### config.mk
export PLATFORM = sky130hd
export DESIGN_NAME = front_end
export DESIGN_NICKNAME = d
export VERILOG_FILES = /design/src/common/pipe_pkg.sv /design/src/front_end/front_end.sv
export VERILOG_INCLUDE_DIRS = /design/src /design/src/common
export SDC_FILE = /design/constraint.sdc
export NUM_CORES = 1
export LEC_CHECK = 0
export BUFFER_PORTS_ARGS = -buffer_cell sky130_fd_sc_hd__buf_4
export CAP_MARGIN = 20
export CELL_PAD_IN_SITES_DETAIL_PLACEMENT = 1
export CELL_PAD_IN_SITES_GLOBAL_PLACEMENT = 1
export CORE_AREA = 2 2 97 99
export DETAILED_ROUTE_END_ITERATION = 12
export DIE_AREA = 0 0 99 101
export PLACE_DENSITY = 0.74
export SYNTH_ARGS = -nofsm -noshare
export SYNTH_HDL_FRONTEND = slang
export SYNTH_SLANG_ARGS = --single-unit
export TNS_END_PERCENT = 20
### constraint.sdc
create_clock -name clk -period 1.7 [get_ports clk]
set_input_delay 0.17 -clock clk [delete_from_list [all_inputs] [get_ports clk]]
set_output_delay 0.17 -clock clk [all_outputs]
set_load 0.01 [all_outputs]
### src/common/pipe_config.svh
`ifndef PIPE_CONFIG_SVH
`define PIPE_CONFIG_SVH

// Register and data memory word width
`define PIPE_DATA_W 16

// Architectural registers, so indices are 3 bits
`define PIPE_REGS 8

// Data memory words, addressed by the 8-bit immediate
`define PIPE_MEM_DEPTH 256

// Instruction tag width, tags wrap around
`define PIPE_TAG_W 8

// Per-stage stall counters, saturating at all ones
`define PIPE_STALL_W 4

`endif

### src/common/pipe_pkg.sv
`include "pipe_config.svh"

package pipe_pkg;

    typedef logic [`PIPE_DATA_W-1:0] data_t;
    typedef logic [$clog2(`PIPE_REGS)-1:0] reg_idx_t;
    typedef logic [7:0] imm_t;
    typedef logic [`PIPE_TAG_W-1:0] tag_t;
    typedef logic [`PIPE_STALL_W-1:0] stall_cnt_t;

    // Top three bits of the instruction word, code 7 is unused
    typedef enum logic [2:0] {
        NOP  = 3'd0,
        LI   = 3'd1,
        ADDI = 3'd2,
        ADD  = 3'd3,
        SUB  = 3'd4,
        LD   = 3'd5,
        ST   = 3'd6
    } opcode_t;

    // Operand source for the execute stage
    typedef enum logic [1:0] {
        FWD_NONE = 2'd0,
        FWD_MEM  = 2'd1,
        FWD_WB   = 2'd2
    } fwd_sel_t;

    // Decode to execute
    typedef struct packed {
        opcode_t    op;
        reg_idx_t   rd;
        reg_idx_t   rs;
        data_t      a_val;
        data_t      b_val;
        imm_t       imm;
        tag_t       tag;
        stall_cnt_t fetch_stalls;
        stall_cnt_t decode_stalls;
    } ex_payload_t;

    // Execute to memory, result holds the address for LD and ST
    typedef struct packed {
        opcode_t    op;
        logic       we;
        reg_idx_t   rd;
        data_t      result;
        data_t      store_data;
        tag_t       tag;
        stall_cnt_t fetch_stalls;
        stall_cnt_t decode_stalls;
    } mem_payload_t;

    // Memory to writeback
    typedef struct packed {
        logic       we;
        reg_idx_t   rd;
        data_t      value;
        tag_t       tag;
        stall_cnt_t fetch_stalls;
        stall_cnt_t decode_stalls;
    } wb_payload_t;

endpackage

### src/front_end/front_end.sv
module front_end (
    input  logic                  clk,
    input  logic                  rst,
    input  logic                  instr_valid,
    input  logic [15:0]           instr,
    input  logic                  hold,
    output pipe_pkg::reg_idx_t    rd_addr_a,
    output pipe_pkg::reg_idx_t    rd_addr_b,
    input  pipe_pkg::data_t       rd_data_a,
    input  pipe_pkg::data_t       rd_data_b,
    output logic                  ex_valid,
    output pipe_pkg::ex_payload_t ex_payload
);

    logic                 accept;
    pipe_pkg::tag_t       next_tag;

    // Fetch stage
    logic                 f_valid;
    logic [15:0]          f_instr;
    pipe_pkg::tag_t       f_tag;
    pipe_pkg::stall_cnt_t f_stalls;

    // Decode stage
    logic                 d_valid;
    logic [15:0]          d_instr;
    pipe_pkg::tag_t       d_tag;
    pipe_pkg::stall_cnt_t d_fetch_stalls;
    pipe_pkg::stall_cnt_t d_decode_stalls;

    // Offers during a hold are dropped and use no tag
    assign accept = instr_valid && !hold;

    always_ff @(posedge clk or posedge rst) begin
        if (rst) begin
            f_valid  <= 1'b0;
            d_valid  <= 1'b0;
            next_tag <= '0;
        end else begin
            if (!hold) begin
                f_valid <= instr_valid;
                d_valid <= f_valid;
            end
            if (accept) begin
                next_tag <= next_tag + 1'b1;
            end
        end
    end

    always_ff @(posedge clk) begin
        if (!hold) begin
            f_instr         <= instr;
            f_tag           <= next_tag;
            f_stalls        <= '0;
            d_instr         <= f_instr;
            d_tag           <= f_tag;
            d_fetch_stalls  <= f_stalls;
            d_decode_stalls <= '0;
        end else begin
            // Count held edges per stage, saturating
            if (f_valid && f_stalls != '1) begin
                f_stalls <= f_stalls + 1'b1;
            end
            if (d_valid && d_decode_stalls != '1) begin
                d_decode_stalls <= d_decode_stalls + 1'b1;
            end
        end
    end

    // Register file is read every cycle so a held decode keeps fresh values
    assign rd_addr_a = d_instr[12:10];
    assign rd_addr_b = d_instr[9:7];

    // Field split, the immediate overlaps the low rs bit
    always_comb begin
        ex_payload.op            = pipe_pkg::opcode_t'(d_instr[15:13]);
        ex_payload.rd            = d_instr[12:10];
        ex_payload.rs            = d_instr[9:7];
        ex_payload.a_val         = rd_data_a;
        ex_payload.b_val         = rd_data_b;
        ex_payload.imm           = d_instr[7:0];
        ex_payload.tag           = d_tag;
        ex_payload.fetch_stalls  = d_fetch_stalls;
        ex_payload.decode_stalls = d_decode_stalls;
    end

    assign ex_valid = d_valid;

endmodule

==> results.txt <==
Sw Share - 23.8%
R2R Setup Slk - 0.31 ns
critical path capture point type - register
status - complete, no violations
n_diodes - 0
# rows - 35
Startpoint Class - register
Least-Margin Pin Slew - 0.420 ns
Hold WC Path Type - in2reg
yosys warns - 0
M2 GR Usage - 15.1%
DRC Markers - 0
final number of hold-violating endpoints - 0
vias in the first global route - 1,457
Final Setup Violations - 0
Final min period - 1.39 ns
Worst path top cell family by delay - compound AO/OA/AOI/OAI gates
fin area - 3320 µm²
crit-path max cell delay - 0.35 ns
Longest Clk Path Bufs - 2
DP HPWL - 3200 µm
Buf+Inv Stages, Crit Path - 0
global placement routability congestion - 0.695
number of cells on the critical path - 4
max-cap violations - 0
Boundary Pins - 124
Max IR drop VDD - 0.000347 V
Via density - 4.35
first drt pass iteration count - 4
Global Route met3 Usage - 3.40%
crit path cell chain - ha_1 -> and3_1 -> o311ai_0 -> o41ai_1
fillcell total - 953
clock root cell - clkbuf_8
sequential fraction of the synthesis area - 74.7%
met1 Use GR - 10.4%
Layout Skew - 0.00441 ns
hold buffer count at CTS - 17
Worst Setup SP - d_decode_stalls[0]
Core Region - 8980 µm²
Arr. time, crit path - 1.59 ns
postcts setup bufs - 0
WS Path Type - reg2reg
largest net degree at the start of global routing - 38
fin cells - 330
Req. time, crit path - 1.90 ns
Final Routed Wirelength - 4710 µm
critical-path maximum fanout - 5
grt ovf - 0
Power per Cell Area - 1180 nW/µm²
Internal - 2.99 mW
period utilisation layout - 81.6%
nets@finish - 269
area delta synth->final - 25.5%
sequential share of power - 56.4%
worst-skew pair later-pin latency - 0.33 ns
Total Routing Usage GR - 9.35%
clock-pin slew on the worst setup and hold paths - 0.08 ns
CTS Sinks - 70
Mapped Avg Cell Area - 16.0 µm²
RSZ-0062 raised after global routing - no
RR Startpoint - d_decode_stalls[0]
setup_tns - 0 ns
distinct cell type count after synthesis - 24
Most Used Layer, Global Route - met2
Initial Util - 29.4%
Pwr Total - 3.92 mW
WHS Path Cells - 2
Post-Syn Instances - 165
pre-CTS setup slack - 0.334 ns
initial antenna violation count - 0
reg2reg end - d_decode_stalls[3]
Leak - 1.31 nW
H-tree levels - 3
Final Max Slew Viols - 0
Worst Setup EP - d_decode_stalls[3]
post-CTS resize count - 0
fmax - 721 MHz
CTS tree - built
Synth Cell Area - 2640 µm²
Detail Route Antenna Nets - 0
placed standard-cell area - 2950 µm²
slowest CP cell - dfxtp_1
Mapped Nets - 220
DR iter-0 viols - 30
Die Y - 101 µm
cells on worst reg2reg path - 4
dpl cells - 297
die footprint - 10000 µm²
layout cells sized above 1 - 36.5%
commonest non-fill, non-tap cell in the layout - buf_4
first-pass GRT wire length - 7020 µm
Port-buffer cells - 59
drt wl/cell - 14.3 µm
Worst slew margin - 71.9%
most frequent cells in the layout - buf_4, edfxtp_1, dlygate4sd3_1
Psw - 0.932 mW
Seq cells post-synth - 70
setup ws final - 0.313 ns
clock share of power - 33.3%
die width - 99 µm
TritonCTS Buffers - 9
vias - 1,437
Logic pwr share - 10.3%
## layout make-up
cell class                 instances  area [µm²]  share of cell area [%]
clock inverter                     7        75.1                    2.26
tap                              111         139                    4.19
timing repair buffer              78         641                    19.3
clock buffer                       9         124                    3.74
multi-input combinational         49         343                    10.3
inverter                           6        22.5                   0.679
sequential                        70        1970                    59.5
## worst reg2reg max path, cell delays in order (launching register included)
cell and delay, ns:
dfxtp_1 0.35, ha_1 0.22, and3_1 0.22, o311ai_0 0.32, o41ai_1 0.15
## worst min path at each step
stage | slack, ns | startpoint | end
after floorplan | 0.01 | rst | ex_valid
after global placement | 0.19 | rst | ex_valid
after detailed placement | 0.20 | rst | ex_valid
after CTS | 0.09 | hold | ex_valid
after global routing | 0.13 | hold | ex_valid
final | 0.12 | hold | ex_valid
## layer usage
metal / part of all wire [%] / vias up / wire [µm]
li1: - / 661 / -
met1: 39 / 702 / 1850
met2: 50 / 62 / 2370
met3: 8.2 / 12 / 385
met4: 2.2 / 0 / 102
met5: 0 / - / 0
## sequential cells by signal, summed over array words and instances, names as in the netlist
| signal | count |
|---|---|
| d_instr | 16 |
| f_stalls | 4 |
| f_valid | 1 |
| f_instr | 16 |
| d_decode_stalls | 4 |
| d_fetch_stalls | 4 |
| d_tag | 8 |
| next_tag | 8 |
| ex_valid | 1 |
| f_tag | 8 |
## stage by stage
stage	hold WS, ns	util, %
after floorplan	0.0102	-
after global placement	0.193	32.8
after detailed placement	0.197	32.8
after CTS	0.0947	36.9
after global routing	0.132	36.9
final	0.117	36.9
## kinds of logic (layout without fill, tap and decap cells)
logic type	count (synthesis)	after routing	synth area share, %
compound gates	18	18	4.55
xor+xnor	7	7	2.32
fa+ha+maj	3	3	1.42
buf+inv	46	100	12.4
flops	70	70	74.7
mux	1	1	0.426
simple gates	20	20	4.26
## power by group through the flow
stage	Sequential (mW)	Clock (mW)	Combinational (mW)
2_1_floorplan	2.25	0	0.245
4_1_cts	2.22	1.36	0.414
5_1_grt	2.24	1.43	0.449
3_3_place_gp	2.24	0	0.366
6_report	2.21	1.30	0.404
3_5_place_dp	2.25	0	0.380
## Yosys cell counts
| cell type | n | area, µm² |
|---|---|---|
| edfxtp_1 | 52 | 1560 |
| buf_4 | 39 | 293 |
| dfrtp_1 | 10 | 250 |
| dfxtp_1 | 8 | 160 |
| nand2_1 | 6 | 22.5 |
| o21ai_0 | 6 | 30.0 |
| inv_1 | 5 | 18.8 |
| xnor2_1 | 5 | 43.8 |
| a21oi_1 | 4 | 20.0 |
| o311ai_0 | 4 | 35.0 |
| o41ai_1 | 4 | 35.0 |
| and3_1 | 3 | 18.8 |
| ha_1 | 3 | 37.5 |
| nand3b_1 | 3 | 22.5 |
| nand3_1 | 2 | 10.0 |
| or3_1 | 2 | 12.5 |
| xor2_1 | 2 | 17.5 |
| and4b_2 | 1 | 11.3 |
| buf_6 | 1 | 11.3 |
| inv_2 | 1 | 3.75 |
| mux2_2 | 1 | 11.3 |
| nand4_1 | 1 | 6.26 |
| nor2_1 | 1 | 3.75 |
| nor3_1 | 1 | 5.00 |
No activity file was read; power rests on OpenSTA's default activity.
