<file path="config.mk">
export PLATFORM = sky130hd
export DESIGN_NAME = pipeline_control
export DESIGN_NICKNAME = d
export VERILOG_FILES = /design/src/common/pipe_pkg.sv /design/src/verilog/pipeline_control.sv
export VERILOG_INCLUDE_DIRS = /design/src /design/src/common
export SDC_FILE = /design/constraint.sdc
export NUM_CORES = 1
export LEC_CHECK = 0
export BUFFER_PORTS_ARGS = -buffer_cell sky130_fd_sc_hd__buf_4
export CELL_PAD_IN_SITES_DETAIL_PLACEMENT = 2
export CELL_PAD_IN_SITES_GLOBAL_PLACEMENT = 2
export CORE_AREA = 2 2 39 41
export DETAILED_ROUTE_END_ITERATION = 8
export DIE_AREA = 0 0 41 43
export GPL_ROUTABILITY_DRIVEN = 0
export PLACE_DENSITY = 0.73
export SLEW_MARGIN = 20
export SYNTH_ARGS = -nofsm -noshare
export SYNTH_HDL_FRONTEND = slang
export SYNTH_SLANG_ARGS = --single-unit
</file>
<file path="constraint.sdc">
create_clock -name vclk -period 0.85
set_clock_uncertainty 0.1 [all_clocks]
set_input_delay 0.0425 -clock vclk [all_inputs]
set_output_delay 0.0425 -clock vclk [all_outputs]
set_load 0.03 [all_outputs]
</file>
<file path="src/common/pipe_config.svh">
`ifndef PIPE_CONFIG_SVH
`define PIPE_CONFIG_SVH

// Register and data memory word width
`define PIPE_DATA_W 16

// Architectural registers, so indices are 3 bits
`define PIPE_REGS 8

// Data memory words, addressed by the 8-bit immediate
`define PIPE_MEM_DEPTH 256

// Instruction tag width, tags wrap around
`define PIPE_TAG_W 8

// Per-stage stall counters, saturating at all ones
`define PIPE_STALL_W 4

`endif

</file>
<file path="src/common/pipe_pkg.sv">
`include "pipe_config.svh"

package pipe_pkg;

    typedef logic [`PIPE_DATA_W-1:0] data_t;
    typedef logic [$clog2(`PIPE_REGS)-1:0] reg_idx_t;
    typedef logic [7:0] imm_t;
    typedef logic [`PIPE_TAG_W-1:0] tag_t;
    typedef logic [`PIPE_STALL_W-1:0] stall_cnt_t;

    // Top three bits of the instruction word, code 7 is unused
    typedef enum logic [2:0] {
        NOP  = 3'd0,
        LI   = 3'd1,
        ADDI = 3'd2,
        ADD  = 3'd3,
        SUB  = 3'd4,
        LD   = 3'd5,
        ST   = 3'd6
    } opcode_t;

    // Operand source for the execute stage
    typedef enum logic [1:0] {
        FWD_NONE = 2'd0,
        FWD_MEM  = 2'd1,
        FWD_WB   = 2'd2
    } fwd_sel_t;

    // Decode to execute
    typedef struct packed {
        opcode_t    op;
        reg_idx_t   rd;
        reg_idx_t   rs;
        data_t      a_val;
        data_t      b_val;
        imm_t       imm;
        tag_t       tag;
        stall_cnt_t fetch_stalls;
        stall_cnt_t decode_stalls;
    } ex_payload_t;

    // Execute to memory, result holds the address for LD and ST
    typedef struct packed {
        opcode_t    op;
        logic       we;
        reg_idx_t   rd;
        data_t      result;
        data_t      store_data;
        tag_t       tag;
        stall_cnt_t fetch_stalls;
        stall_cnt_t decode_stalls;
    } mem_payload_t;

    // Memory to writeback
    typedef struct packed {
        logic       we;
        reg_idx_t   rd;
        data_t      value;
        tag_t       tag;
        stall_cnt_t fetch_stalls;
        stall_cnt_t decode_stalls;
    } wb_payload_t;

endpackage

</file>
<file path="src/verilog/pipeline_control.sv">
module pipeline_control (
    input  logic                stall,
    output logic                front_hold,
    output logic                ex_bubble,
    input  pipe_pkg::reg_idx_t  ex_rd,
    input  pipe_pkg::reg_idx_t  ex_rs,
    input  logic                mem_valid,
    input  logic                mem_writes,
    input  pipe_pkg::reg_idx_t  mem_rd,
    input  logic                wb_valid,
    input  logic                wb_writes,
    input  pipe_pkg::reg_idx_t  wb_rd,
    output pipe_pkg::fwd_sel_t  fwd_a_sel,
    output pipe_pkg::fwd_sel_t  fwd_b_sel
);

    // Youngest writer wins, so memory is checked before writeback
    function automatic pipe_pkg::fwd_sel_t pick_source(input pipe_pkg::reg_idx_t src);
        pipe_pkg::fwd_sel_t sel;
        if (mem_valid && mem_writes && mem_rd == src) begin
            sel = pipe_pkg::FWD_MEM;
        end else if (wb_valid && wb_writes && wb_rd == src) begin
            sel = pipe_pkg::FWD_WB;
        end else begin
            sel = pipe_pkg::FWD_NONE;
        end
        return sel;
    endfunction

    // Fetch and decode freeze, execute takes a bubble on the same edge
    assign front_hold = stall;
    assign ex_bubble  = stall;

    always_comb begin
        fwd_a_sel = pick_source(ex_rd);
        fwd_b_sel = pick_source(ex_rs);
    end

endmodule

</file>
==> reports/results.txt, run 1 <==
Run status: finished with violations
Violated checks: negative hold slack, negative setup slack
Total internal power: 0.151 mW
Core Region: 1380 um^2
CP Cell Sequence: buf_8 > xnor2_4 > nand3_2 > nor4_4 > buf_6
Tightest slew margin relative to the limit: 77.7%
Average footprint of a synthesized cell: 8.76 um^2
Wire length of the first global-routing pass: 1240 um
Buffers added on ports: 20
Initial drt markers: 0
Critical Path Sink Type: output pin
Largest cells by area after synthesis: sky130_fd_sc_hd__xor2_1, sky130_fd_sc_hd__nor4_2, sky130_fd_sc_hd__xnor2_1
Seq pwr share: 0%
Placed Instance Area: 412 um^2
Highest fanout seen on the critical path: 2
Number of filler instances in the final layout: 134
Number of failing setup endpoints in the final timing report: 4
Core Rows: 14
Worst Path Required: 0.71 ns
IO Pins: 23
Worst hold margin: -0.0150 ns
Final core area utilization: 40.5%
Drc violations: 0
CP peak stage delay: 0.31 ns
Worst slack after detailed placement: -0.308 ns
Die span in y: 43 um
Synth-to-layout area growth: 205%
Largest delay contributor family on the critical path: simple AND/OR/NAND/NOR gates
Horizontal extent of the die: 41 um
Power density over the cells: 500 nW/um^2
Grt total ovfl: 0
Transition time of the tightest slew-check pin: 0.333 ns
WP buf/inv: 2
Leading area contributor after synthesis: sky130_fd_sc_hd__xor2_1
Crit Path Class: input port to output pin
Antenna Nets Post-Route: 0
Routed wire per std cell: 14.4 um
Effective utilization at floorplan: 13.3%
Clock buffers: 0
Number of maximum-capacitance violations: 0
Fin worst setup slack: -0.199 ns
Net switching power: 0.129 mW
Vias in the first global route: 280
Maximum frequency from static timing analysis: 0.953 GHz
Vias per Instance: 4.02
Arr. time, crit path: 0.91 ns
Post-Syn Nets: 38
FFs & Latches: 0
Final antenna diode count: 0
Via count of the routed design: 225
Number of warnings issued by yosys: 0
Shortest clock period the worst path allows after layout: 1.05 ns
Proportion of layout cells with a drive suffix above 1: 87.5%
Hold Fails Final Rpt: 2
Antenna violations before repair: 0
Final period util: 123%
Net switching fraction of the power: 46.1%
Worst IR Drop VDD: 149 uV
Startpoint Class: input port
First-pass DRT Iterations: 1
Clock power frac: 0%
Leakage power summed over all cells: 0.210 nW
Sequential cell area: 0 um^2
Portion of synthesized cell area occupied by the leading cell type: 47.6%
Post-synth design cell area: 184 um^2
Unique masters post-synth: 6
Max-slew violation count: 0
Maximum number of pins on one net before global-route repair: 3
Inst Count DP: 55
Commonest cells after routing, fill and taps aside: sky130_fd_sc_hd__buf_4, sky130_fd_sc_hd__buf_6, sky130_fd_sc_hd__buf_8, sky130_fd_sc_hd__nor4_4, sky130_fd_sc_hd__xor2_1
Sequential cell area fraction in the yosys report: 0%
Instance count of the mapped netlist: 21
Type of the worst min-delay path: input port to output pin
Final WL: 807 um
Total die area: 1760 um^2
Total non-filler cell area in the finished layout: 561 um^2
Unrepaired setup endpoints after global routing: yes
Combinational fraction of design power: 100.0%
Tot GR Track Use: 10.3%
Post-Layout Cell Count: 56
Library cell contributing the largest single delay on the critical path: sky130_fd_sc_hd__nor4_4
Most common library cell in the layout ignoring fill and taps: sky130_fd_sc_hd__buf_4
Layout Nets: 59
## path summary, 6_finish.rpt
kind / from / to / slack, ns / cells past startpoint
setup / recovery: wb_rd[2] / fwd_a_sel[1] / -0.20 / 5
hold / removal: stall / ex_bubble / -0.01 / 0
## synth_stat cells, drive strengths merged
cell	instances
buf	2
nand2	1
nand3	2
nor4	4
xnor2	2
xor2	10
## power groups by stage
| stage | registers (mW) | clock network [mW] | logic, mW |
|---|---|---|---|
| floorplan | 0 | 0 | 0.124 |
| global placement | 0 | 0 | 0.205 |
| detailed placement | 0 | 0 | 0.214 |
| CTS | 0 | 0 | 0.247 |
| global route | 0 | 0 | 0.298 |
| finish | 0 | 0 | 0.280 |
## routing by layer
| layer | GRT usage [%] | wire, um |
|---|---|---|
| met1 | 10.3 | 231 |
| met3 | 0 | 59 |
| met5 | 0 | 0 |
| met2 | 21.6 | 517 |
| met4 | 0.667 | 0 |
## stage by stage
stage                     power (mW)  TNS (ns)  hold slack, ns
after detailed placement       0.214     -1.02         -0.0145
after floorplan                0.124    -0.493           0.117
after global placement         0.205    -0.898         -0.0145
after CTS                      0.247    -0.834         -0.0145
after global routing           0.298    -0.880         -0.0149
final                          0.280    -0.697         -0.0150
## layout make-up
| class | instances | area [um^2] | area share (%) |
|---|---|---|---|
| Multi-Input combinational cell | 19 | 319 | 56.9 |
| Tap cell | 16 | 20.0 | 3.57 |
| Timing Repair Buffer | 21 | 221 | 39.5 |
## logic make-up after synthesis
| kind of cell | after synthesis | share of synthesized area (%) |
|---|---|---|
| buffers and inverters | 2 | 8.16 |
| XOR/XNOR | 12 | 57.1 |
| AND/OR/NAND/NOR | 7 | 34.7 |
## repair_timing
action | 4_1_cts | 5_1_grt
setup buffers | 1 | 0
resized for setup | 11 | 16
pin swaps | 7 | 9
setup endpoints to repair | 4 | 4
endpoints found under the hold margin | 2 | 2
No activity file was read; power rests on OpenSTA's default activity.
==> run 2: changes to the inputs <==
==> constraint.sdc (replaced) <==
create_clock -name vclk -period 0.85
set_clock_uncertainty 0.1 [all_clocks]
set_input_delay 0.255 -clock vclk [all_inputs]
set_output_delay 0.255 -clock vclk [all_outputs]
set_load 0.03 [all_outputs]
==> run 2 against run 1 <==
- die area stayed put
- total power grew 1.3%
- combinational power up 1%
- hold slack better by 0.43 ns
- critical path depth stayed put
- the flow finishes with violations (negative setup slack)
- highest routed layer unchanged
- sequential share of layout area unchanged
- first-iteration DRC count unchanged
- via count down 2.7%
- worst setup slack worse by 0.41 ns
- clock-buffer cell count stayed put
==> reports/results.txt, run 2 (synthesis results as in run 1) <==
Run status: finished with violations
Violated checks: negative setup slack
Commonest cells after routing, fill and taps aside: sky130_fd_sc_hd__buf_6, sky130_fd_sc_hd__buf_4, sky130_fd_sc_hd__xor2_4, sky130_fd_sc_hd__nor4_4, sky130_fd_sc_hd__xor2_1
Final core area utilization: 41.1%
Via count of the routed design: 219
Core Region: 1380 um^2
Power density over the cells: 499 nW/um^2
FFs & Latches: 0
Worst Path Required: 0.49 ns
Final WL: 826 um
Maximum frequency from static timing analysis: 0.683 GHz
Fin worst setup slack: -0.613 ns
Crit Path Class: input port to output pin
Buffers added on ports: 20
Largest delay contributor family on the critical path: simple AND/OR/NAND/NOR gates
Leakage power summed over all cells: 0.209 nW
Tightest slew margin relative to the limit: 77.8%
Type of the worst min-delay path: input port to output pin
Antenna Nets Post-Route: 0
Library cell contributing the largest single delay on the critical path: sky130_fd_sc_hd__nor4_4
Synth-to-layout area growth: 210%
CP Cell Sequence: buf_8 > xor2_4 > nor4_4 > nor4_4 > buf_6
Worst IR Drop VDD: 123 uV
Sequential cell area: 0 um^2
Vias per Instance: 3.98
First-pass DRT Iterations: 1
Worst hold margin: 0.410 ns
Final antenna diode count: 0
Critical Path Sink Type: output pin
Die span in y: 43 um
Arr. time, crit path: 1.11 ns
Antenna violations before repair: 0
Routed wire per std cell: 15.0 um
Vias in the first global route: 278
Core Rows: 14
Area of combinational cells with multiple inputs: 330 um^2
Maximum number of pins on one net before global-route repair: 3
Proportion of layout cells with a drive suffix above 1: 87.2%
Most common library cell in the layout ignoring fill and taps: sky130_fd_sc_hd__buf_6
Startpoint Class: input port
Layout Nets: 58
Unrepaired setup endpoints after global routing: yes
Tot GR Track Use: 10.2%
Total die area: 1760 um^2
CP peak stage delay: 0.36 ns
Effective utilization at floorplan: 13.3%
Number of maximum-capacitance violations: 0
Setup Fix Bufs, Post-CTS: 0
Grt total ovfl: 0
Horizontal extent of the die: 41 um
Drc violations: 0
Number of filler instances in the final layout: 145
Total negative slack: -2.40 ns
Most repeated library cell on the critical path: sky130_fd_sc_hd__nor4_4
Highest fanout seen on the critical path: 2
Initial drt markers: 0
WP buf/inv: 2
IO Pins: 23
Max-slew violation count: 0
Clock buffers: 0
Final period util: 172%
Number of failing setup endpoints in the final timing report: 4
Post-layout power: 0.284 mW
Transition time of the tightest slew-check pin: 0.330 ns
Wire length of the first global-routing pass: 1240 um
Shortest clock period the worst path allows after layout: 1.46 ns
Hold Fails Final Rpt: 0
[run 2: per-layer routing]
metal,global-route usage [%],vias up,part of all wire [%]
met5,0,-,0
met4,0.667,0,0
met3,0.524,0,7.7
met2,21.9,14,66
met1,9.52,103,26
li1,-,102,-
[run 2: worst paths after layout]
| path | cells past startpoint | start | to | slack [ns] |
|---|---|---|---|---|
| min | 0 | stall | ex_bubble | 0.41 |
| max | 5 | ex_rd[2] | fwd_a_sel[1] | -0.61 |
[run 2: where the power goes]
part | total [mW] | internal, mW | switching [mW]
Combinational | 0.284 | 0.152 | 0.132
Clock | 0 | 0 | 0
Sequential | 0 | 0 | 0
Total | 0.284 | 0.152 | 0.132
[run 2: what timing repair did]
action | CTS | global route
hold buffers | 0 | 0
endpoints found under the hold margin | 0 | 0
pin swaps | 8 | 9
gates resized for setup | 15 | 14
setup endpoints to repair | 4 | 4
[run 2: final cells by class]
cell class,count,area share (%)
well taps,16,3.52
multi-input cells,19,58.0
repair buffers,20,38.5
[run 2: stage by stage]
step           setup slack [ns]  instances  cell area (um^2)
3_3_place_gp             -0.668         55               412
4_1_cts                  -0.671         55               507
3_5_place_dp             -0.691         55               412
5_1_grt                  -0.665         55               569
6_report                 -0.613         55               569
2_1_floorplan            -0.616         21               256
==> run 3: changes to the inputs <==
--- a/config.mk
+++ b/config.mk
@@ -13,7 +13,7 @@
 export DETAILED_ROUTE_END_ITERATION = 8
 export DIE_AREA = 0 0 41 43
 export GPL_ROUTABILITY_DRIVEN = 0
-export PLACE_DENSITY = 0.73
+export PLACE_DENSITY_LB_ADDON = 0.3
 export SLEW_MARGIN = 20
 export SYNTH_ARGS = -nofsm -noshare
 export SYNTH_HDL_FRONTEND = slang
==> run 3 against run 2 <==
- the flow still finishes with violations (negative setup slack)
- fmax shrank 0.15%
- core utilization grew 0.99 points
- cell count grew 5.5%
- clock-buffer cell count is the same
- first-iteration DRC count is the same
- worst setup slack lost 0.0021 ns
- hold slack gained 0.00067 ns
- sequential share of layout area is the same
- design area grew 2.4%
==> reports/results.txt, run 3 (synthesis results as in run 1) <==
Run status: finished with violations
Violated checks: negative setup slack
Most repeated library cell on the critical path: sky130_fd_sc_hd__nor4_4
Worst Path Required: 0.49 ns
Final period util: 172%
Worst hold path depth: 0
Final antenna diode count: 0
Initial drt markers: 0
Antenna violations before repair: 0
Via count of the routed design: 234
Shortest clock period the worst path allows after layout: 1.47 ns
Global routing usage on met2: 18.1%
Post-layout power: 0.293 mW
Worst slack after detailed placement: -0.674 ns
Detail Placement HPWL: 631 um
Final core area utilization: 42.1%
Sequential cell area: 0 um^2
Busiest grt layer: met2
Die span in y: 43 um
Type of the worst min-delay path: input port to output pin
Area of combinational cells with multiple inputs: 342 um^2
Core Rows: 14
Synth-to-layout area growth: 217%
Worst IR Drop VDD: 148 uV
Buffers added on ports: 20
Layout Nets: 61
CP Cell Sequence: buf_8 > xor2_4 > nor4_4 > nor4_4 > buf_6
Grt total ovfl: 0
Transition time of the tightest slew-check pin: 0.299 ns
Tightest slew margin relative to the limit: 79.9%
Total die area: 1760 um^2
FFs & Latches: 0
Drc violations: 0
Tot GR Track Use: 9.34%
Proportion of layout cells with a drive suffix above 1: 88.1%
Largest delay contributor family on the critical path: simple AND/OR/NAND/NOR gates
Wire length of the first global-routing pass: 1190 um
Routed wire per std cell: 13.1 um
Inst Count DP: 56
Highest fanout seen on the critical path: 2
Critical Path Sink Type: output pin
Max-slew violation count: 0
IO Pins: 23
First-pass DRT Iterations: 1
Critical path launch point: ex_rd[1]
Arr. time, crit path: 1.11 ns
Terminating pin of the worst hold path: front_hold
Library cell contributing the largest single delay on the critical path: sky130_fd_sc_hd__nor4_4
Vias in the first global route: 270
Maximum number of pins on one net before global-route repair: 3
Met1 global-route usage: 10.6%
Most common library cell in the layout ignoring fill and taps: sky130_fd_sc_hd__buf_4
Power density over the cells: 502 nW/um^2
Core Region: 1380 um^2
Post-Layout Cell Count: 58
Leakage power summed over all cells: 0.219 nW
Hold Fails Final Rpt: 0
Crit Path Class: input port to output pin
Total non-filler cell area in the finished layout: 583 um^2
Effective utilization at floorplan: 13.3%
CP peak stage delay: 0.33 ns
Horizontal extent of the die: 41 um
Antenna Nets Post-Route: 0
Number of filler instances in the final layout: 147
Fraction of met3 tracks used by global routing: 1.05%
WP buf/inv: 2
Maximum frequency from static timing analysis: 0.682 GHz
Fin worst setup slack: -0.615 ns
Worst min-delay path startpoint: stall
Unrepaired setup endpoints after global routing: yes
Commonest cells after routing, fill and taps aside: sky130_fd_sc_hd__buf_4, sky130_fd_sc_hd__xor2_4, sky130_fd_sc_hd__buf_6
Clock buffers: 0
Number of failing setup endpoints in the final timing report: 4
Vias per Instance: 4.03
Startpoint Class: input port
Number of maximum-capacitance violations: 0
Final WL: 758 um
Placed Instance Area: 419 um^2
## run 3: how the worst max path moves through the flow
| stage | to | slack, ns | cells past startpoint |
|---|---|---|---|
| 6_report | fwd_a_sel[1] | -0.62 | 5 |
| 5_1_grt | fwd_a_sel[1] | -0.68 | 5 |
| 4_1_cts | fwd_a_sel[1] | -0.65 | 5 |
| 3_5_place_dp | fwd_a_sel[1] | -0.67 | 5 |
| 3_3_place_gp | fwd_b_sel[1] | -0.65 | 5 |
| 2_1_floorplan | fwd_a_sel[1] | -0.62 | 3 |
## run 3: cell type report
| type | instances | share of cell area [%] |
|---|---|---|
| Tap cell | 16 | 3.43 |
| Timing Repair Buffer | 23 | 38.0 |
| Multi-Input combinational cell | 19 | 58.6 |
## run 3: routing by layer
layer	wire [um]	part of all wire [%]
met5	0	0
met4	0	0
met3	55	7.3
met1	236	31
met2	467	62
## run 3: what timing repair did
action / in CTS / in global routing
pin swaps: 7 / 11
buffers inserted: 2 / 0
hold buffers: 0 / 0
endpoints found under the setup margin: 4 / 4
gates resized for setup: 12 / 13
## run 3: through the flow
stage	TNS, ns	hold WS [ns]
3_5_place_dp	-2.62	0.411
4_1_cts	-2.52	0.411
3_3_place_gp	-2.57	0.411
5_1_grt	-2.62	0.411
2_1_floorplan	-2.19	0.542
6_report	-2.42	0.411
## run 3: report_power, final
group / leakage, nW / switching [mW] / internal (mW)
sequential: 0 / 0 / 0
clock: 0 / 0 / 0
combinational: 0.219 / 0.135 / 0.158
total: 0.219 / 0.135 / 0.158
