## src/common/pipe_config.svh

```systemverilog
`ifndef PIPE_CONFIG_SVH
`define PIPE_CONFIG_SVH

// Register and data memory word width
`define PIPE_DATA_W 16

// Architectural registers, so indices are 3 bits
`define PIPE_REGS 8

// Data memory words, addressed by the 8-bit immediate
`define PIPE_MEM_DEPTH 256

// Instruction tag width, tags wrap around
`define PIPE_TAG_W 8

// Per-stage stall counters, saturating at all ones
`define PIPE_STALL_W 4

`endif

```

## src/common/pipe_pkg.sv

```systemverilog
`include "pipe_config.svh"

package pipe_pkg;

    typedef logic [`PIPE_DATA_W-1:0] data_t;
    typedef logic [$clog2(`PIPE_REGS)-1:0] reg_idx_t;
    typedef logic [7:0] imm_t;
    typedef logic [`PIPE_TAG_W-1:0] tag_t;
    typedef logic [`PIPE_STALL_W-1:0] stall_cnt_t;

    // Top three bits of the instruction word, code 7 is unused
    typedef enum logic [2:0] {
        NOP  = 3'd0,
        LI   = 3'd1,
        ADDI = 3'd2,
        ADD  = 3'd3,
        SUB  = 3'd4,
        LD   = 3'd5,
        ST   = 3'd6
    } opcode_t;

    // Operand source for the execute stage
    typedef enum logic [1:0] {
        FWD_NONE = 2'd0,
        FWD_MEM  = 2'd1,
        FWD_WB   = 2'd2
    } fwd_sel_t;

    // Decode to execute
    typedef struct packed {
        opcode_t    op;
        reg_idx_t   rd;
        reg_idx_t   rs;
        data_t      a_val;
        data_t      b_val;
        imm_t       imm;
        tag_t       tag;
        stall_cnt_t fetch_stalls;
        stall_cnt_t decode_stalls;
    } ex_payload_t;

    // Execute to memory, result holds the address for LD and ST
    typedef struct packed {
        opcode_t    op;
        logic       we;
        reg_idx_t   rd;
        data_t      result;
        data_t      store_data;
        tag_t       tag;
        stall_cnt_t fetch_stalls;
        stall_cnt_t decode_stalls;
    } mem_payload_t;

    // Memory to writeback
    typedef struct packed {
        logic       we;
        reg_idx_t   rd;
        data_t      value;
        tag_t       tag;
        stall_cnt_t fetch_stalls;
        stall_cnt_t decode_stalls;
    } wb_payload_t;

endpackage

```

## src/front_end/register_file.sv

```systemverilog
`include "pipe_config.svh"

module register_file (
    input  logic               clk,
    input  logic               rst,
    input  logic               we,
    input  pipe_pkg::reg_idx_t waddr,
    input  pipe_pkg::data_t    wdata,
    input  pipe_pkg::reg_idx_t raddr_a,
    input  pipe_pkg::reg_idx_t raddr_b,
    output pipe_pkg::data_t    rdata_a,
    output pipe_pkg::data_t    rdata_b
);

    pipe_pkg::data_t regs [`PIPE_REGS];

    // Same-cycle write is visible to the reader
    function automatic pipe_pkg::data_t read_port(input pipe_pkg::reg_idx_t addr);
        if (we && waddr == addr) begin
            return wdata;
        end
        return regs[addr];
    endfunction

    always_ff @(posedge clk or posedge rst) begin
        if (rst) begin
            for (int i = 0; i < `PIPE_REGS; i++) begin
                regs[i] <= '0;
            end
        end else if (we) begin
            regs[waddr] <= wdata;
        end
    end

    always_comb begin
        rdata_a = read_port(raddr_a);
        rdata_b = read_port(raddr_b);
    end

endmodule

```

## config.mk

```make
export PLATFORM = sky130hd
export DESIGN_NAME = register_file
export DESIGN_NICKNAME = d
export VERILOG_FILES = /design/src/common/pipe_pkg.sv /design/src/front_end/register_file.sv
export VERILOG_INCLUDE_DIRS = /design/src /design/src/common
export SDC_FILE = /design/constraint.sdc
export NUM_CORES = 1
export LEC_CHECK = 0
export ABC_CLOCK_PERIOD_IN_PS = 6250
export BUFFER_PORTS_ARGS = -buffer_cell sky130_fd_sc_hd__buf_2
export CAP_MARGIN = 40
export CORE_ASPECT_RATIO = 0.8
export CORE_MARGIN = 2
export CORE_UTILIZATION = 65
export CTS_BUF_LIST = sky130_fd_sc_hd__clkbuf_4 sky130_fd_sc_hd__clkbuf_8
export CTS_CLUSTER_DIAMETER = 40
export DETAILED_ROUTE_END_ITERATION = 12
export GPL_TIMING_DRIVEN = 0
export HOLD_SLACK_MARGIN = 0.05
export PLACE_DENSITY = 0.94
export SLEW_MARGIN = 20
export SYNTH_ARGS = -nofsm -noshare
export SYNTH_HDL_FRONTEND = slang
export SYNTH_SLANG_ARGS = --single-unit
export TNS_END_PERCENT = 20
```

## constraint.sdc

```tcl
create_clock -name clk -period 6.25 [get_ports clk]
set_input_delay 1.25 -clock clk [delete_from_list [all_inputs] [get_ports clk]]
set_output_delay 1.25 -clock clk [all_outputs]
set_load 0.02 [all_outputs]
```

==> results.tsv, run 1 <==
metric	value	unit
status	completed	
syn_area	0.00747	mm2
crit_fanout	10	
initial_utilization	67.8	%
top_register	regs	
final_layout_size_suffix_gt1_share	59.8	%
async_reset_ff_share	100	%
synth_largest_area_cell	dfrtp_1	
synth-edff-count	0	
synth_fp_nets	481	
overflow	0	
cts_setup_buffers	0	
postPlaceCellArea	0.00785	mm2
critPathLaunch	raddr_b[2]	
wl_per_cell	26.6	um
rsz0062_at_grt	no	
cts-resized-gates	0	
synthCells	453	
max-cap-violations	0	
fp-row-count	34	
max_freq	0.214	GHz
worstSetupEndpoint	rdata_b[12]	
reg2reg_depth	1	
tightest_slew	0.820	ns
port_buffers	33	
fin_crit	4.67	ns
setup_tns	0	ns
io_pins	60	
p_leak	3.56	nW
netlist.area_leader.share	42.9	%
timing.final.crit_share	74.6	%
grt_pass1_wl	27300	um
crit_required	5.00	ns
vias	4482	
ant_nets	0	
r2r-end	regs[44]	
path_class	input pin to primary output	
crit_arrival	3.42	ns
clk_pin_slew	0.06	ns
cts_hold_buffers	0	
postLayoutCellArea	0.00823	mm2
reg.largest.list	regs: 128 flops	
globalplace.congestion	0.782	
die_x	124	um
grtUsageMet1	43.0	%
met2_usage	48.2	%
clk_latency	0.43	ns
synth_seq_cells	128	
nNetsFinal	534	
power.density	317	mW/mm2
largest_register_ffs	128	
drcViolationCount	0	
setup_viol	0	
drt_iter0_markers	385	
placedCellCount	631	
finClkSkew	0	ns
maxSlewViolCount	0	
synth.avg_cell_area	16.5	um2
use_met3	9.60	%
reg2reg_from	regs[44]	
cts_tree	done	
drt_first_pass_iters	6	
end_kind	primary output	
finalWirelength	17600	um
hold_path.class	flip-flop to flip-flop	
synthTopCellsByArea	dfrtp_1, mux2_2, mux4_1, mux4_2, buf_6	
reg2reg_slack	5.42	ns
synth_cell_types	18	
ys_seq_area_share	42.9	%
grt_use_total	31.1	%
ctsRootBufferMaster	clkbuf_8	
ctsHtreeMaxLevel	4	
cts_buffer_depth	2	
critPathLaunchType	input pin	
dieArea	0.0124	mm2
die_y	99.9	um
grt.busiest_layer	met2	
areaGrowthSynthToFinish	10.2	%
synth.most_common_cell	mux2_2	
numCtsBuffers	17	
synth.top_cells.by_count	mux2_2, dfrtp_1, mux4_1, mux4_2, buf_1	
dpl.hpwl	11200	um
synthFlopType	dfrtp_1	
clkSinkCount	128	
nFillCells	661	
coreArea	0.0110	mm2
ir_drop	0.239	mV
hold_violations	0	
ys_warn_count	0	
grt_pass1_vias	4775	
diodes	0	
max_slew_margin	45.0	%
fin_cells	661	
antenna_found_initial	0	
viasPerCell	6.78	
grt_start_max_net_pins	83	
power by group:
part           switching, mW  total, mW  internal (mW)  leakage (nW)
logic                  0.313      0.768          0.455          1.82
registers              0.129       1.14           1.01          1.54
clock network          0.310      0.701          0.392         0.205
cells by family after synthesis:
logic type    Yosys count  synth area share [%]
mux                   256                  50.9
flops                 128                  42.9
buf+inv                51                  4.15
simple gates           12                  1.34
xor+xnor                6                 0.704
critical path: stages:
cell      delay [ns]
clkbuf_1        0.48
xnor2_1         0.20
nand4_1         0.55
buf_4           0.45
mux2_4          0.32
buf_2           0.16
metal layers:
| layer | up-vias | part of all wire, % |
|---|---|---|
| li1 | 1903 | - |
| met1 | 2339 | 42 |
| met2 | 206 | 48 |
| met3 | 34 | 8.4 |
| met4 | 0 | 1.9 |
| met5 | - | 0 |
final cells by class:
class                   instances  area [um2]  area share [%]
multi-input cells             274        3960            48.1
flip-flops and latches        128        3200            38.9
plain buffers                  50         307            3.73
clock buffers                  23         298            3.62
repair buffers                 34         193            2.34
well taps                     144         180            2.19
clock inverters                 7        85.1            1.03
inverters                       1        8.76           0.106
through the flow:
step	utilization [%]	power, mW	hold WS (ns)	setup WS (ns)
floorplan	-	1.71	0.485	1.59
global placement	70.9	1.85	0.494	0.381
detailed placement	71.2	1.91	0.507	1.67
CTS	74.7	2.61	0.523	1.66
global route	74.7	2.72	0.530	1.58
finish	74.7	2.61	0.523	1.58
layout by cell type, fill, tap and decap left out, drive strengths merged:
cell type and count:
bufinv 2, nand2b 1, nand2 1, clkinv 5
nor3b 2, mux2 192, nand4 3, xnor2 6
clkbuf 27, nor3 2, mux4 64, dfrtp 128
buf 80, inv 1, nand4b 3
how the worst min path moves through the flow:
stage	from	end	slack, ns	cells past startpoint
global route	regs[118]	regs[118]	0.53	1
CTS	regs[118]	regs[118]	0.52	1
floorplan	regs[47]	regs[47]	0.48	1
finish	regs[118]	regs[118]	0.52	1
detailed placement	regs[70]	regs[70]	0.51	1
global placement	regs[71]	regs[71]	0.49	1
No activity file was read; power rests on OpenSTA's default activity.
==> run 2: changes to the inputs <==
ABC_AREA = 1   (was default)
ABC_CLOCK_PERIOD_IN_PS = 4200   (was 6250)
CORE_UTILIZATION = 57   (was 65)
PLACE_DENSITY = 0.87   (was 0.94)
clock period = 4.2 ns   (was 6.25 ns; I/O delays follow)
==> run 2 against run 1 <==
Non-clock buffer count increased by 51. Clock power increased by 81%. Critical path depth increased by 2. Highest routed layer unchanged.
==> results.tsv, run 2 <==
metric	value	unit	change
path_class	input pin to primary output		
swShare	35.4	%	+6.6 points
nNetsFinal	1303		+140%
fin_crit	3.45	ns	
initial_utilization	57.8	%	-10 points
ir_drop	0.311	mV	+30%
intPower	2.56	mW	+38%
timing.critical_path.max_delay_family	buffers and inverters		
crit_fanout	10		unchanged
drt_first_pass_iters	8		+2
setup_tns	0	ns	unchanged
ant_nets	0		unchanged
fp-row-count	38		+12%
hold_violations	0		unchanged
reg2reg_from	regs[15]		
hold_path.class	input pin to asynchronous set/reset pin		
nFillCells	1293		+96%
setup_viol	0		unchanged
p_leak	4.81	nW	+35%
finalWirelength	31100	um	+77%
critPathLaunch	raddr_b[1]		
areaGrowthSynthToFinish	13.5	%	
status	completed		
synth-edff-count	0		unchanged
ctsHtreeMaxLevel	4		unchanged
async_reset_ff_share	100	%	unchanged
globalplace.congestion	1.01		+29%
switchingPower	1.40	mW	+87%
cts_buffer_depth	2		unchanged
cts_hold_buffers	0		unchanged
crit_top_cell	nand3_1		
reg.largest.list	regs: 128 flops		
syn_area	0.00775	mm2	+3.8%
synth.top_cells.by_count	nand2_1, nand3_1, inv_1, dfrtp_1, o21ai_0		
overflow	0		unchanged
power.density	450	mW/mm2	+42%
antenna_found_initial	0		unchanged
drt_iter0_markers	1366		+250%
synth_seq_cells	128		unchanged
synth.avg_cell_area	6.48	um2	-61%
synthTopCellsByArea	dfrtp_1, nand2_1, nand3_1, o21ai_0, inv_1		
synth_largest_area_cell	dfrtp_1		
port_buffers	55		+67%
synth_fp_nets	1225		+150%
crit_arrival	2.61	ns	-0.81 ns
finClkSkew	0	ns	unchanged
timing.final.crit_share	82.3	%	
clk_latency	0.46	ns	+0.03 ns
end_kind	primary output		
synthFlopType	dfrtp_1		
r2r-end	regs[15]		
wl_per_cell	21.2	um	-20%
dieArea	0.0146	mm2	+18%
final_common_cell	nand2_1		
pwr-share-comb	27.9	%	-1.5 points
clk_pin_slew	0.08	ns	+0.02 ns
max_freq	0.289	GHz	
p_clk_share	32.1	%	+5.2 points
cts_setup_buffers	0		unchanged
most-common-layout-cells	nand2_1, nand3_1, inv_1		
ys_warn_count	0		unchanged
numCtsBuffers	17		unchanged
die_y	108	um	+8.4%
drcViolationCount	0		unchanged
diodes	0		unchanged
cpPeakStageDelay	0.58	ns	+0.03 ns
grt_pass1_wl	46800	um	+72%
largest_register_ffs	128		unchanged
rsz0062_at_grt	no		
cts-resized-gates	0		unchanged
critPathLaunchType	input pin		
viasPerCell	5.92		-13%
reg2reg_depth	2		+1
crit_required	3.36	ns	-1.64 ns
hold_slack	0.328	ns	-0.195 ns
synth.most_common_cell	nand2_1		
cp_cell_sequence	buf_2 > inv_2 > clkbuf_1 > nand3_1 > nand3_1 > nand3_1 > nand2_1 > buf_2		
netlist.area_leader.share	41.3	%	-1.6 points
maxSlewViolCount	0		unchanged
final_layout_size_suffix_gt1_share	11.1	%	-49 points
crit_slowest_cell	clkbuf_1		
grt_pass1_vias	8177		+71%
ctsRootBufferMaster	clkbuf_8		
max_slew_margin	43.0	%	-2.0 points
vias	8684		+94%
top_register	regs		
p_seq_share	40.0	%	-3.7 points
synthCells	1197		+160%
grt_start_max_net_pins	33		-60%
crit_buf_inv	4		+1
max-cap-violations	0		unchanged
ys_seq_area_share	41.3	%	-1.6 points
synth_cell_types	18		unchanged
reg2reg_slack	3.45	ns	-1.97 ns
die_x	134	um	+8.5%
tightest_slew	0.855	ns	+0.0346 ns
clkSinkCount	128		unchanged
grt_use_total	44.1	%	+13 points
io_pins	60		unchanged
coreArea	0.0134	mm2	+22%
cts_tree	done		
dpl.hpwl	22500	um	+100%
[run 2: changes by cell type in the layout (fill, tap and decap cells not counted), moves of 7 or more]
cell	previous run	this run
buf_1	16	6
buf_2	47	89
buf_6	11	2
clkbuf_1	4	31
inv_1	0	148
mux2_2	185	0
mux2_4	7	0
mux4_1	46	0
mux4_2	18	0
nand2_1	1	472
nand3_1	0	225
o21ai_0	0	123
[run 2: layer usage]
metal / vias up / GRT usage [%] / part of all wire (%)
li1: 3891 / - / -
met1: 4024 / 59.2 / 40
met2: 658 / 64.8 / 43
met3: 111 / 15.6 / 14
met4: 0 / 19.0 / 3.8
met5: - / 0 / 0
[run 2: worst max path at each step]
stage,endpoint,slack (ns),depth (start not counted)
floorplan,rdata_b[10],1.60,10
global placement,rdata_b[12],0.95,8
detailed placement,rdata_b[12],0.94,8
finish,rdata_b[12],0.75,8
CTS,rdata_b[12],0.93,8
global route,rdata_b[12],0.75,8
[run 2: through the flow]
step                setup slack (ns)  std cells  total power [mW]  area (um2)  util (%)
floorplan                       1.60       1197              2.30        7760         -
finish                         0.745       1467              3.96        8800      65.6
global route                   0.747       1467              4.14        8800      65.6
detailed placement             0.937       1436              2.66        8340      62.2
CTS                            0.935       1467              3.91        8800      65.6
global placement               0.953       1432              2.62        8260      61.6
[run 2: cells by family after synthesis]
group | Yosys count | synth area share (%)
buffers and inverters | 233 | 12.2
AOI/OAI and AO/OA | 128 | 8.26
DFF | 128 | 41.3
and+or+nand+nor | 708 | 38.2
[run 2: area by class of cell]
cell class / count / area, um2 / share of cell area (%)
multi-input combinational: 836 / 3600 / 40.9
buffer: 76 / 354 / 4.02
clock inverter: 9 / 180 / 2.05
clock buffer: 22 / 284 / 3.23
sequential: 128 / 3200 / 36.4
timing repair buffer: 59 / 355 / 4.04
inverter: 157 / 598 / 6.80
tap: 180 / 225 / 2.56
[run 2: power by group through the flow]
stage                     clock, mW  sequential [mW]  combinational [mW]
after floorplan                   0             1.57               0.731
after global placement            0             1.59                1.03
after detailed placement          0             1.60                1.06
after CTS                      1.26             1.58                1.07
after global routing           1.30             1.61                1.23
final                          1.27             1.58                1.11
==> run 3: changes to the inputs <==
ABC_AREA = 0   (was 1)
ABC_CLOCK_PERIOD_IN_PS = 3400   (was 4200)
CORE_UTILIZATION = 63   (was 57)
PLACE_DENSITY = 0.91   (was 0.87)
clock period = 3.4 ns   (was 4.2 ns; I/O delays follow)
==> run 3 against run 2 <==
Critical path type unchanged. Hold slack lost 0.027 ns. Routed wire length decreased by 41%. Non-clock buffer count shrank 45. Largest cell class unchanged. Design area decreased by 5.2%. Die area is 12% lower. Final cell count fell by 54%. Clock skew unchanged.
==> results.tsv, run 3 (synthesis gave the netlist of run 1 again) <==
metric	value	unit	change
tightest_slew	0.722	ns	-0.133 ns
drcViolationCount	0		unchanged
reg.largest.list	regs: 128 flops		
largest_register_ffs	128		unchanged
clkSinkCount	128		unchanged
place_ws	-0.0134	ns	-0.951 ns
setup_viol	0		unchanged
max_freq	0.306	GHz	
cts_hold_buffers	0		unchanged
nFillCells	680		-47%
hold_path.class	input pin to asynchronous set/reset pin		
port_buffers	33		-40%
final_common_cell	mux2_2		
top_register	regs		
areaGrowthSynthToFinish	11.7	%	
ir_drop	0.332	mV	+6.5%
grtUsageMet1	40.6	%	-19 points
overflow	0		unchanged
finClkSkew	0	ns	unchanged
viasPerCell	6.97		+18%
grt_start_max_net_pins	32		-3.0%
p_leak	3.60	nW	-25%
critPathLaunchType	input pin		
vias	4688		-46%
fp-row-count	35		-7.9%
drt_iter0_markers	335		-75%
hold_slack	0.301	ns	-0.0273 ns
coreArea	0.0115	mm2	-14%
numCtsBuffers	17		unchanged
wl_per_cell	27.1	um	+28%
antenna_found_initial	0		unchanged
end_kind	primary output		
drt_first_pass_iters	5		-3
io_pins	60		unchanged
grt_pass1_wl	28100	um	-40%
initial_utilization	64.8	%	+7.0 points
die_y	101	um	-6.4%
crit_fanout	10		unchanged
max-cap-violations	0		unchanged
placedCellCount	638		-56%
nNetsFinal	540		-59%
diodes	0		unchanged
clk_latency	0.44	ns	-0.02 ns
power.density	582	mW/mm2	+29%
ant_nets	0		unchanged
clk_pin_slew	0.08	ns	about the same
fin_cells	673		-54%
cts_buffer_depth	2		unchanged
finalWirelength	18200	um	-41%
met2_usage	48.3	%	-17 points
path_class	input pin to primary output		
crit_required	2.72	ns	-0.64 ns
fin_ws	0.133	ns	-0.613 ns
most-common-layout-cells	mux2_2, dfrtp_1, buf_2		
die_x	126	um	-6.4%
hold_violations	0		unchanged
use_met3	7.50	%	-8.1 points
grt_use_total	30.1	%	-14 points
ctsHtreeMaxLevel	4		unchanged
globalplace.congestion	0.763		-24%
status	completed		
crit_arrival	2.59	ns	-0.02 ns
rsz0062_at_grt	no		
maxSlewViolCount	0		unchanged
max_slew_margin	51.6	%	+8.6 points
cts_tree	done		
grt_pass1_vias	4859		-41%
finalPower	4.86	mW	+23%
dpl.hpwl	11700	um	-48%
grt.busiest_layer	met2		
dieArea	0.0127	mm2	-12%
final_layout_size_suffix_gt1_share	60.8	%	+50 points
timing.final.crit_share	96.1	%	
ctsRootBufferMaster	clkbuf_8		
fin_crit	3.27	ns	
setup_tns	0	ns	unchanged
run 3: cell types whose count changed in the layout (fill, tap and decap cells not counted), moves of 46 or more:
cell | before | now
mux2_2 | 0 | 185
inv_1 | 148 | 0
mux4_1 | 0 | 46
nand3_1 | 225 | 0
o21ai_0 | 123 | 0
nand2_1 | 472 | 1
run 3: worst max-delay path, cell delays in order:
cell and delay [ns]:
buf_6 0.11, buf_4 0.24, xnor2_1 0.16, nand4_1 0.48, buf_4 0.42, mux2_4 0.32, buf_2 0.16
run 3: worst paths after layout:
| kind | start | endpoint | slack, ns | depth (start not counted) |
|---|---|---|---|---|
| max | raddr_b[0] | rdata_b[12] | 0.13 | 7 |
| min | rst | regs[92] | 0.30 | 2 |
| max reg2reg | regs[14] | regs[14] | 2.58 | 1 |
| min reg2reg | regs[81] | regs[81] | 0.53 | 1 |
| max in group asynchronous | rst | regs[68] | 2.34 | 4 |
| min in group clk | regs[81] | regs[81] | 0.53 | 1 |
run 3: report_power, final:
group / leakage (nW) / internal, mW / switching [mW]
clock: 0.198 / 0.689 / 0.629
combinational: 1.87 / 0.847 / 0.584
sequential: 1.54 / 1.86 / 0.246
total: 3.60 / 3.40 / 1.46
run 3: cell type report:
cell class	count	area [um2]	share of cell area, %
inverters	1	7.51	0.0900
flip-flops and latches	128	3200	38.4
multi-input cells	274	3960	47.4
clock inverters	13	138	1.65
plain buffers	50	309	3.70
well taps	148	185	2.22
clock buffers	19	262	3.13
repair buffers	40	287	3.43
run 3: metal layers:
metal	part of all wire, %	wire length [um]	vias to the layer above
met4	2.6	478	0
met2	49	8930	253
li1	-	-	1934
met3	7.6	1390	46
met5	0	0	-
met1	41	7420	2455
run 3: stage by stage:
step / util [%] / area [um2]
global route: 72.5 / 8350
detailed placement: 68.7 / 7920
floorplan: - / 7470
global placement: 67.9 / 7820
CTS: 72.2 / 8320
finish: 72.5 / 8350
run 3: what timing repair did:
| item | in CTS | in global routing |
|---|---|---|
| resized for setup | 0 | 4 |
| setup endpoints to repair | 0 | 19 |
| setup buffers | 0 | 2 |
